===== config.mk =====
export PLATFORM = sky130hd
export DESIGN_NAME = had_ddc_top
export DESIGN_NICKNAME = d
export VERILOG_FILES = /design/src/hdl/had_ddc_pkg.sv /design/src/hdl/had_dr_regs.sv /design/src/hdl/had_ddc_ctrl.sv /design/src/hdl/had_ddc_dp.sv /design/src/hdl/had_inst_exec.sv /design/src/hdl/had_ddc_top.sv
export SDC_FILE = /design/constraint.sdc
export NUM_CORES = 1
export LEC_CHECK = 0
export ABC_AREA = 1
export BUFFER_PORTS_ARGS = -buffer_cell sky130_fd_sc_hd__buf_2
export CAP_MARGIN = 20
export CORE_ASPECT_RATIO = 0.5
export CORE_MARGIN = 5
export CORE_UTILIZATION = 29
export CTS_CLUSTER_SIZE = 8
export DETAILED_ROUTE_END_ITERATION = 6
export PLACE_DENSITY = 0.49
export SYNTH_ARGS = -nofsm -noshare
export SYNTH_HDL_FRONTEND = slang
export SYNTH_HIERARCHICAL = 1
export SYNTH_SLANG_ARGS = --single-unit

===== constraint.sdc =====
create_clock -name cpuclk -period 4.8 [get_ports cpuclk]
set_clock_uncertainty 0.05 [all_clocks]
set_input_delay 0.48 -clock cpuclk [delete_from_list [all_inputs] [get_ports cpuclk]]
set_output_delay 0.48 -clock cpuclk [all_outputs]
set_load 0.005 [all_outputs]

===== src/hdl/had_ddc_pkg.sv =====
/*
 * shared definitions for the debug download channel
 * data widths, address step and executor latency
 * debug register select, controller state and injected op enums
 */

package had_ddc_pkg;

  //====================
  // widths and timing
  //====================
  localparam int xlen = 32;                        // data, addr, operand width
  localparam logic [xlen-1:0] addr_step = 32'd4;   // word stride per store
  localparam int exec_lat = 3;                     // inject to retire cycles
  localparam int exec_cnt_w = $clog2(exec_lat + 1); // executor countdown width

  //====================
  // debug register targets
  //====================
  typedef enum logic [1:0] {
    dr_hcr   = 2'd0,   // control, bit 0 = download enable
    dr_daddr = 2'd1,   // download address
    dr_ddata = 2'd2    // download data
  } dr_sel_e;

  //====================
  // download controller states
  //====================
  typedef enum logic [3:0] {
    st_idle       = 4'h0,
    st_addr_wait  = 4'h1,   // wait first address from host
    st_addr_ld    = 4'h2,   // inject mov r0
    st_data_wait  = 4'h3,   // wait mov r0 retire and host data
    st_data_ld    = 4'h4,   // inject mov r1
    st_stw_wait   = 4'h5,   // wait mov r1 retire
    st_stw_ld     = 4'h6,   // inject stw r1, r0
    st_stw_finish = 4'h7,   // wait store retire
    st_addr_gen   = 4'h8    // step running address
  } ddc_state_e;

  // injected instruction kinds
  typedef enum logic [1:0] {
    op_mov_r0 = 2'd0,
    op_mov_r1 = 2'd1,
    op_stw    = 2'd2
  } inj_op_e;

endpackage


===== src/hdl/had_dr_regs.sv =====
/*
 * debug register file
 * decodes host update strobes into the enable bit,
 * the address and data values and their write strobes
 */

`timescale 1ns/1ps

module had_dr_regs import had_ddc_pkg::*; (
  input  logic            cpuclk,
  input  logic            cpurst_b,
  input  logic            dr_update,   // update-DR strobe from host
  input  dr_sel_e         dr_sel,
  input  logic [xlen-1:0] dr_value,
  output logic            ddc_en,
  output logic            daddr_wr,
  output logic            ddata_wr,
  output logic [xlen-1:0] daddr_val,
  output logic [xlen-1:0] ddata_val
);

  logic hcr_hit;
  logic daddr_hit;
  logic ddata_hit;

  // target decode, only while strobe is up
  assign hcr_hit   = dr_update && (dr_sel == dr_hcr);
  assign daddr_hit = dr_update && (dr_sel == dr_daddr);
  assign ddata_hit = dr_update && (dr_sel == dr_ddata);

  //====================
  // register storage
  //====================
  always_ff @(posedge cpuclk or negedge cpurst_b)
  begin
    if (!cpurst_b)
    begin
      ddc_en    <= 1'b0;
      daddr_val <= '0;
      ddata_val <= '0;
    end
    else
    begin
      if (hcr_hit)
        ddc_en <= dr_value[0];   // only enable bit kept
      if (daddr_hit)
        daddr_val <= dr_value;
      if (ddata_hit)
        ddata_val <= dr_value;
    end
  end

  // write strobes, same cycle as the stored value
  always_ff @(posedge cpuclk or negedge cpurst_b)
  begin
    if (!cpurst_b)
    begin
      daddr_wr <= 1'b0;
      ddata_wr <= 1'b0;
    end
    else
    begin
      daddr_wr <= daddr_hit;
      ddata_wr <= ddata_hit;
    end
  end

endmodule


===== src/hdl/had_ddc_ctrl.sv =====
/*
 * download controller FSM
 * sequences mov r0 (address), mov r1 (data) and stw r1, r0
 * and steps the address after each store
 */

`timescale 1ns/1ps

module had_ddc_ctrl import had_ddc_pkg::*; (
  input  logic cpuclk,
  input  logic cpurst_b,
  input  logic ddc_en,     // download enable level
  input  logic daddr_wr,   // new address from host
  input  logic ddata_wr,   // new data from host
  input  logic retire,     // injected instruction retired
  output logic addr_sel,
  output logic data_sel,
  output logic stw_sel,
  output logic addr_gen
);

  ddc_state_e cur_st;
  ddc_state_e nxt_st;
  logic       addr_ld_finish;   // mov r0 has retired in data wait
  logic       addr_ready;
  logic       data_ready;

  assign addr_ready = daddr_wr;
  assign data_ready = ddata_wr;

  //====================
  // state register
  //====================
  always_ff @(posedge cpuclk or negedge cpurst_b)
  begin
    if (!cpurst_b)
      cur_st <= st_idle;
    else
      cur_st <= nxt_st;
  end

  //====================
  // next state
  //====================
  always_comb
  begin
    nxt_st = cur_st;   // hold by default
    case (cur_st)
      st_idle:
        if (ddc_en)
          nxt_st = st_addr_wait;
      st_addr_wait:
        if (addr_ready)
          nxt_st = st_addr_ld;
      st_addr_ld:
        nxt_st = st_data_wait;   // mov r0 goes out this cycle
      st_data_wait:
      begin
        if (addr_ld_finish && data_ready)
          nxt_st = st_data_ld;
        else if (addr_ready)
          nxt_st = st_addr_ld;   // host rewrote base
        else if (!ddc_en)
          nxt_st = st_idle;
      end
      st_data_ld:
        nxt_st = st_stw_wait;    // mov r1 goes out
      st_stw_wait:
        if (retire)
          nxt_st = st_stw_ld;    // data now in r1
      st_stw_ld:
        nxt_st = st_stw_finish;  // stw goes out
      st_stw_finish:
        if (retire)
          nxt_st = st_addr_gen;
      st_addr_gen:
        nxt_st = st_addr_ld;     // reload stepped address
      default:
        nxt_st = st_idle;
    endcase
  end

  // addr load finish flag
  // only meaningful while waiting for data, dropped elsewhere
  always_ff @(posedge cpuclk or negedge cpurst_b)
  begin
    if (!cpurst_b)
      addr_ld_finish <= 1'b0;
    else if (cur_st == st_data_wait)
    begin
      if (retire)
        addr_ld_finish <= 1'b1;
    end
    else
      addr_ld_finish <= 1'b0;
  end

  //====================
  // selects to datapath
  //====================
  assign addr_sel = (cur_st == st_addr_ld);
  assign data_sel = (cur_st == st_data_ld);
  assign stw_sel  = (cur_st == st_stw_ld);
  assign addr_gen = (cur_st == st_addr_gen);

endmodule


===== src/hdl/had_ddc_dp.sv =====
/*
 * download datapath
 * running address register and address step
 * turns controller selects into one injected op and operand
 */

`timescale 1ns/1ps

module had_ddc_dp import had_ddc_pkg::*; (
  input  logic            cpuclk,
  input  logic            cpurst_b,
  input  logic            daddr_wr,
  input  logic [xlen-1:0] daddr_val,
  input  logic [xlen-1:0] ddata_val,
  input  logic            addr_sel,
  input  logic            data_sel,
  input  logic            stw_sel,
  input  logic            addr_gen,
  output logic            inj_valid,
  output inj_op_e         inj_op,
  output logic [xlen-1:0] inj_operand
);

  logic [xlen-1:0] run_addr;   // next store address

  //====================
  // running address
  //====================
  always_ff @(posedge cpuclk or negedge cpurst_b)
  begin
    if (!cpurst_b)
      run_addr <= '0;
    else if (daddr_wr)
      run_addr <= daddr_val;   // host base wins
    else if (addr_gen)
      run_addr <= run_addr + addr_step;
  end

  //====================
  // injection
  //====================
  assign inj_valid = addr_sel || data_sel || stw_sel;

  // selects are one-hot from the FSM
  always_comb
  begin
    inj_op      = op_mov_r0;
    inj_operand = '0;
    if (addr_sel)
    begin
      inj_op      = op_mov_r0;
      inj_operand = run_addr;    // base into r0
    end
    else if (data_sel)
    begin
      inj_op      = op_mov_r1;
      inj_operand = ddata_val;   // data into r1
    end
    else if (stw_sel)
    begin
      inj_op      = op_stw;      // regs only, no operand
      inj_operand = '0;
    end
  end

endmodule


===== src/hdl/had_inst_exec.sv =====
/*
 * fixed latency executor for injected instructions
 * holds r0 and r1, retires after exec_lat cycles
 * and drives the store bus for stw
 */

`timescale 1ns/1ps

module had_inst_exec import had_ddc_pkg::*; (
  input  logic            cpuclk,
  input  logic            cpurst_b,
  input  logic            inj_valid,
  input  inj_op_e         inj_op,
  input  logic [xlen-1:0] inj_operand,
  output logic            retire,
  output logic            st_en,
  output logic [xlen-1:0] st_addr,
  output logic [xlen-1:0] st_data
);

  logic                  busy;      // one instruction in flight
  logic [exec_cnt_w-1:0] cnt;       // cycles left to retire
  inj_op_e               op_q;      // latched op
  logic [xlen-1:0]       opnd_q;    // latched operand
  logic [xlen-1:0]       r0;        // address reg
  logic [xlen-1:0]       r1;        // data reg

  //====================
  // in-flight tracking
  //====================
  always_ff @(posedge cpuclk or negedge cpurst_b)
  begin
    if (!cpurst_b)
    begin
      busy <= 1'b0;
      cnt  <= '0;
    end
    else if (inj_valid)
    begin
      busy <= 1'b1;
      cnt  <= exec_cnt_w'(exec_lat - 1);   // restart on new injection
    end
    else if (retire)
      busy <= 1'b0;
    else if (busy)
      cnt <= cnt - 1'b1;
  end

  // payload latch
  always_ff @(posedge cpuclk)
  begin
    if (inj_valid)
    begin
      op_q   <= inj_op;
      opnd_q <= inj_operand;
    end
  end

  assign retire = busy && (cnt == '0);

  //====================
  // register writeback
  //====================
  always_ff @(posedge cpuclk or negedge cpurst_b)
  begin
    if (!cpurst_b)
    begin
      r0 <= '0;
      r1 <= '0;
    end
    else if (retire)
    begin
      if (op_q == op_mov_r0)
        r0 <= opnd_q;
      if (op_q == op_mov_r1)
        r1 <= opnd_q;
    end
  end

  // store bus, stw r1, r0
  assign st_en   = retire && (op_q == op_stw);
  assign st_addr = r0;
  assign st_data = r1;

endmodule


===== src/hdl/had_ddc_top.sv =====
/*
 * debug download channel top
 * debug regs, controller, datapath and executor
 */

`timescale 1ns/1ps

module had_ddc_top import had_ddc_pkg::*; (
  input  logic            cpuclk,
  input  logic            cpurst_b,
  input  logic            dr_update,
  input  dr_sel_e         dr_sel,
  input  logic [xlen-1:0] dr_value,
  output logic            st_en,
  output logic [xlen-1:0] st_addr,
  output logic [xlen-1:0] st_data
);

  logic            ddc_en;
  logic            daddr_wr;
  logic            ddata_wr;
  logic [xlen-1:0] daddr_val;
  logic [xlen-1:0] ddata_val;
  logic            addr_sel;
  logic            data_sel;
  logic            stw_sel;
  logic            addr_gen;
  logic            inj_valid;
  inj_op_e         inj_op;
  logic [xlen-1:0] inj_operand;
  logic            retire;

  //====================
  // host side registers
  //====================
  had_dr_regs regs_i (
    .cpuclk    (cpuclk),
    .cpurst_b  (cpurst_b),
    .dr_update (dr_update),
    .dr_sel    (dr_sel),
    .dr_value  (dr_value),
    .ddc_en    (ddc_en),
    .daddr_wr  (daddr_wr),
    .ddata_wr  (ddata_wr),
    .daddr_val (daddr_val),
    .ddata_val (ddata_val)
  );

  // sequencing
  had_ddc_ctrl ctrl_i (
    .cpuclk   (cpuclk),
    .cpurst_b (cpurst_b),
    .ddc_en   (ddc_en),
    .daddr_wr (daddr_wr),
    .ddata_wr (ddata_wr),
    .retire   (retire),
    .addr_sel (addr_sel),
    .data_sel (data_sel),
    .stw_sel  (stw_sel),
    .addr_gen (addr_gen)
  );

  had_ddc_dp dp_i (
    .cpuclk      (cpuclk),
    .cpurst_b    (cpurst_b),
    .daddr_wr    (daddr_wr),
    .daddr_val   (daddr_val),
    .ddata_val   (ddata_val),
    .addr_sel    (addr_sel),
    .data_sel    (data_sel),
    .stw_sel     (stw_sel),
    .addr_gen    (addr_gen),
    .inj_valid   (inj_valid),
    .inj_op      (inj_op),
    .inj_operand (inj_operand)
  );

  //====================
  // core stand-in
  //====================
  had_inst_exec exec_i (
    .cpuclk      (cpuclk),
    .cpurst_b    (cpurst_b),
    .inj_valid   (inj_valid),
    .inj_op      (inj_op),
    .inj_operand (inj_operand),
    .retire      (retire),
    .st_en       (st_en),
    .st_addr     (st_addr),
    .st_data     (st_data)
  );

endmodule


# Yosys cells after proc, flatten, opt, wreduce, memory -nomap -nowiden
# Cells that the tools add are included.
# totals
elab_cells	77
ff_bits	205
in_bits	37
# op_classes
eq_ne	19
add_sub_neg	2
muxes	21
n_reduce_logical	20
# ops
op	n
$mux 32	4
$pmux 4 s9	1
$add 32x3->32 const B	1
$mux 4	7
$eq 4x3->1 const B	4
$eq 4x2->1 const B	2
$mux 2	4
$logic_and 1x1->1	6
$logic_not 2->1	3
$ne 2x1->1 const B	3
$ne 2x2->1 const B	3
$reduce_and 2->1	3
$reduce_bool 2->1	3
$mux 1	5
$reduce_and 5->1	1
$eq 2x1->1 const B	2
$eq 2x2->1 const B	2
$eq 4x1->1 const B	1
$eq 4x4->1 const B	1
$logic_not 4->1	1
$ne 4x3->1 const B	1
$logic_or 1x1->1	2
$reduce_or 2->1	1
$sub 2x1->2 const B	1

# Longest topological paths before layout
# depth
ltp_word	5
ltp_mapped	13
ltp_nobuf	11

# By module
# Netlist, hierarchy kept.
# by_module_without_submodules
mod	seq_area_each_um2	instances	area_per_inst_um2	cells_each
had_inst_exec	2697.6	1	3728.6	337
had_dr_regs	1676.6	1	2720.1	297
had_ddc_dp	800.8	1	2555.0	407
had_ddc_ctrl	125.1	1	369.1	58

# Worst setup path after synthesis
# Ideal clock, no wire load.
# synth_path
path_type	flip-flop to flip-flop
startpoint	register ctrl_i.cur_st[3]
endpoint	register exec_i.cnt[0]
stages_incl_launch_ff	11
required_time_ns	4.631
setup_ns	0.119
slack_ns	1.932
arrival_ns	2.698
cell_sequence	dfrtp_1 -> inv_1 -> nand2_1 -> nor3_1 -> inv_1 -> clkbuf_1 -> buf_2 -> nand3_1 -> inv_1 -> nand3_1 -> nand2_1
# synth_between
elab_chain_cells	5
elab_cells_between_ends	9
cone_classes	eq/ne (4); mux (1); reduce/logical (4)
# synth_lines
element	line	text
from (decl)	had_ddc_ctrl.sv:22	ddc_state_e cur_st;
from (signal assigned)	had_ddc_ctrl.sv:37	cur_st <= st_idle;
from (signal assigned)	had_ddc_ctrl.sv:39	cur_st <= nxt_st;
$eq 4x2->1 (*)	had_ddc_ctrl.sv:101	assign addr_sel = (cur_st == st_addr_ld);
named net addr_sel	had_ddc_top.sv:24	logic addr_sel;
$logic_or 1x1->1 (*) (2 in series)	had_ddc_dp.sv:42	assign inj_valid = addr_sel || data_sel || stw_sel;
named net inj_valid	had_ddc_top.sv:28	logic inj_valid;
$ne 2x2->1 (no line) or $reduce_bool 2->1 (tied branches)	-	
$reduce_and 2->1 (no line)	-	
to (signal assigned)	had_inst_exec.sv:41	cnt <= exec_cnt_w'(exec_lat - 1);
to (signal assigned)	had_inst_exec.sv:46	cnt <= cnt - 1'b1;
to (decl)	had_inst_exec.sv:22	logic [exec_cnt_w-1:0] cnt;
# Mark *: on every way through the listed nets, which the timed path passes. The rest lies on a longest branch.
# A chain may end at the register's enable or synchronous reset.

# Worst setup path after layout
# Same ends and word-level chain as after synthesis.

==> impl_summary.log <==
[metrics] number of standard cells in the final layout excluding fillers: 1627
[metrics] most area-consuming cells after synthesis: sky130_fd_sc_hd__dfrtp_1, sky130_fd_sc_hd__nand2_1, sky130_fd_sc_hd__edfxtp_1
[metrics] post-synth top area cell: sky130_fd_sc_hd__dfrtp_1
[metrics] final critical-path share of the clock period: 58.0%
[metrics] antenna violations before repair: 3
[metrics] utilization after layout: 34.7%
[metrics] cell breakdown of the critical path: inv_1, nand2_1, nor3_1, inv_1, nand3_1, buf_4, inv_1, nand3_1, nand2_1
[metrics] area growth from synthesis to layout: 17.7%
[metrics] result of the run: finished, violations left
[metrics] switching power: 1.99 mW
[metrics] Rel. slew slack: 37.5%
[metrics] total half-perimeter wirelength after legalization and detailed placement: 20200 um
[metrics] count of mapped cells out of synthesis: 1099
[metrics] violations in the final reports: negative hold slack
[metrics] number of warnings printed during yosys synthesis: 6
[metrics] critical-path maximum fanout: 29
[metrics] routed wirelength normalized by instance count: 17.7 um
[metrics] cell internal power dissipation: 3.88 mW
[metrics] Reg power frac: 46.4%
[metrics] global-route wire length before repair: 44400 um
[metrics] vias per cell: 4.83
[metrics] Synth Net Count: 1138
[metrics] total of endpoints with negative setup slack in the final report: 0
[metrics] clock-pin slew on the worst setup and hold paths: 0.05 ns
[metrics] GR Util All Layers: 15.5%
[metrics] power density relative to cell area: 532 mW/mm^2
[metrics] ports placed on the boundary: 102
[metrics] critical path's top delay family: buffers and inverters
[metrics] reg-to-reg setup timing slack: 2.01 ns
[metrics] DRC violation count after routing: 0
[metrics] DRC marker count from the first detailed-route iteration: 709
[metrics] crit path DAT: 3.16 ns
[metrics] transition at the pin with the smallest max-transition slack: 0.937 ns
[metrics] global placer's final weighted congestion: 0.889
[metrics] max cap viols: 0
[metrics] remaining global-route overflow: 0
[metrics] y dimension of the die: 137 um
[metrics] mapped cell area: 0.00937 mm^2
[metrics] Non-Filler Cell Area, Final: 0.0110 mm^2
[metrics] via total after detailed routing: 7864
[metrics] RSZ-0062 raised after global routing: false
[metrics] insertion delay of the later-clocked pin in the worst-skew pair: 0.54 ns
[metrics] number of flip-flops and latches in the synthesized netlist: 205
[metrics] clock group share of total power: 30.7%
[metrics] portion of the post-synthesis area used by sequential elements: 56.5%
[metrics] clock tree from TritonCTS: done
[metrics] switching share of power: 33.9%
[metrics] CTS Sinks: 205
[metrics] Setup Slack @ Placement: 1.96 ns
[metrics] Die Width: 264 um
[metrics] final critical-path setup slack: 2.01 ns
[metrics] kind of critical path: register to register
[metrics] TritonRoute pass-1 iters: 5
[metrics] maximum single-stage delay on the critical path: 0.59 ns
[metrics] starting density of the core: 29.5%
[metrics] total wire length: 28800 um
[metrics] area of the placeable core: 0.0318 mm^2
[metrics] count of buffering cells on the critical path with inverters included: 4
[metrics] highest-delay cell along the critical path: sky130_fd_sc_hd__nor3_1
[metrics] number of global-route vias before repair: 7447
[metrics] post-CTS setup buffers: 0
[metrics] overall power consumption: 5.87 mW
[metrics] total of hold buffers inserted after clock tree synthesis: 0
[metrics] static leakage: 5.39 nW
[metrics] count of nets left with antenna violations after detail routing: 0
[metrics] Min Clock Period, post-route: 2.79 ns
[metrics] clock tree root buffer cell: sky130_fd_sc_hd__clkbuf_16
[metrics] number of endpoints with negative hold slack in the final report: 14
[metrics] maximum resistive drop on vdd: 0.214 mV
[metrics] layout cell share with drive strength beyond 1: 15.2%
[metrics] Total Die Area: 0.0362 mm^2
[metrics] Post-Place Cells: 1584
[metrics] number of placement rows: 46
[metrics] Resized cells post-CTS: 0
[metrics] final-report max-slew violation count: 0
[metrics] syn avg cell area: 8.53 um^2
[metrics] minimum hold slack: -0.0183 ns
[metrics] portion of synthesized cell area occupied by the leading cell type: 45.7%
[metrics] final total negative setup slack: 0 ns
[metrics] dominant cell type by count on the critical path: sky130_fd_sc_hd__inv_1
[metrics] critical path startpoint category: register
[metrics] placement-stage cell area: 0.0102 mm^2
[metrics] critical path required time: 5.17 ns
[metrics] largest net degree at the start of global routing: 95
[metrics] maximum level of the CTS H-tree: 1
[metrics] Yosys cell types: 29
[metrics] CP Capture Type: register
[metrics] clock buffers created by TritonCTS: 29
[metrics] type of the worst min-delay path: input port to asynchronous set/reset pin
[metrics] count of input and output buffers: 101
[metrics] final layout net count: 1224
[metrics] maximum root-to-sink buffer count: 3
[metrics] relative contribution of combinational cells to total power: 23.0%
[metrics] highest clock frequency the design can meet: 0.359 GHz
==> layer usage <==
layer / global-route usage (%) / vias to the layer above / share of wire, %
met1: 24.2 / 3788 / 51
met3: 3.05 / 32 / 6.4
li1: - / 3793 / -
met2: 22.5 / 245 / 41
met5: 0 / - / 0.11
met4: 2.81 / 6 / 1.3
==> final cells by class <==
cell class / instances / area (um^2)
clock buffer: 38 / 759
sequential: 205 / 5300
antenna: 1 / 2.50
multi-input combinational: 770 / 3540
tap: 432 / 541
fill: 3295 / 20700
clock inverter: 2 / 13.8
timing repair buffer: 115 / 632
inverter: 64 / 240
==> worst paths after layout <==
kind | start | endpoint | cells past startpoint
worst max-delay path | ctrl_i/cur_st[3]$_DFFE_PN0P_ | exec_i/cnt[0]$_DFFE_PN0P_ | 9
worst min-delay path | cpurst_b | regs_i/daddr_val[1]$_DFFE_PN0P_ | 1
worst max register to register | ctrl_i/cur_st[3]$_DFFE_PN0P_ | exec_i/cnt[0]$_DFFE_PN0P_ | 9
worst min register to register | exec_i/st_data[25]$_DFFE_PN0P_ | exec_i/st_data[25]$_DFFE_PN0P_ | 2
max in group asynchronous | cpurst_b | exec_i/st_data[30]$_DFFE_PN0P_ | 2
min in group cpuclk | dr_value[22] | regs_i/daddr_val[22]$_DFFE_PN0P_ | 3
==> logic make-up after synthesis <==
logic type	synth area share, %
DFF	56.5
buffers and inverters	5.71
adders and majority gates	0.267
xor gates and xnor gates	0.374
AOI/OAI and AO/OA	4.53
and+or+nand+nor	32.6
==> state kept, by name, indices dropped and copies added (netlist names) <==
signal / cells
dp_i/run_addr: 32
exec_i/opnd_q: 32
exec_i/st_addr: 32
exec_i/st_data: 32
regs_i/daddr_val: 32
regs_i/ddata_val: 32
ctrl_i/cur_st: 4
exec_i/cnt: 2
exec_i/op_q: 2
ctrl_i/addr_ld_finish: 1
exec_i/busy: 1
regs_i/daddr_wr: 1
regs_i/ddata_wr: 1
regs_i/ddc_en: 1
==> cells in the mapped netlist <==
| cell type | n |
|---|---|
| sky130_fd_sc_hd__nand2_2 | 5 |
| sky130_fd_sc_hd__nor2_4 | 10 |
| sky130_fd_sc_hd__edfxtp_1 | 34 |
| sky130_fd_sc_hd__a21oi_1 | 4 |
| sky130_fd_sc_hd__buf_2 | 35 |
| sky130_fd_sc_hd__nor2_2 | 8 |
| sky130_fd_sc_hd__nand2_4 | 2 |
| sky130_fd_sc_hd__o211ai_1 | 4 |
| sky130_fd_sc_hd__inv_1 | 56 |
| sky130_fd_sc_hd__clkbuf_1 | 19 |
| sky130_fd_sc_hd__nand3_1 | 119 |
| sky130_fd_sc_hd__o21ai_1 | 2 |
| sky130_fd_sc_hd__nand4_1 | 65 |
| sky130_fd_sc_hd__nor2_1 | 42 |
| sky130_fd_sc_hd__nor3_1 | 3 |
| sky130_fd_sc_hd__nand3_2 | 1 |
| sky130_fd_sc_hd__and2_1 | 3 |
| sky130_fd_sc_hd__nand3b_1 | 1 |
| sky130_fd_sc_hd__xor2_1 | 4 |
| sky130_fd_sc_hd__buf_6 | 1 |
| sky130_fd_sc_hd__o21a_1 | 1 |
| sky130_fd_sc_hd__buf_4 | 5 |
| sky130_fd_sc_hd__ha_1 | 2 |
| sky130_fd_sc_hd__o21ai_0 | 41 |
| sky130_fd_sc_hd__inv_2 | 8 |
| sky130_fd_sc_hd__o221ai_1 | 1 |
| sky130_fd_sc_hd__dfrtp_1 | 171 |
| sky130_fd_sc_hd__a22oi_1 | 19 |
| sky130_fd_sc_hd__nand2_1 | 433 |
==> power by group through the flow <==
stage | Combinational [mW] | Clock, mW | Sequential [mW]
2_1_floorplan | 0.815 | 0 | 2.62
3_3_place_gp | 1.34 | 0 | 2.74
3_5_place_dp | 1.37 | 0 | 2.74
4_1_cts | 1.36 | 1.85 | 2.72
5_1_grt | 1.55 | 1.91 | 2.78
6_report | 1.35 | 1.80 | 2.72
==> layout by cell type (no fill, tap or decap), drive strengths merged <==
| cell | instances |
|---|---|
| inv | 65 |
| and2 | 3 |
| clkinv | 1 |
| ha | 2 |
| diode | 1 |
| nand2 | 440 |
| nand3b | 1 |
| nand3 | 120 |
| o21ai | 43 |
| edfxtp | 34 |
| nand4 | 65 |
| a21oi | 4 |
| nor3 | 3 |
| o211ai | 4 |
| nor2 | 60 |
| a22oi | 19 |
| dfrtp | 171 |
| clkbuf | 38 |
| xor2 | 4 |
| o221ai | 1 |
| buf | 115 |
| o21a | 1 |
Power figures use the tool's default switching activity.
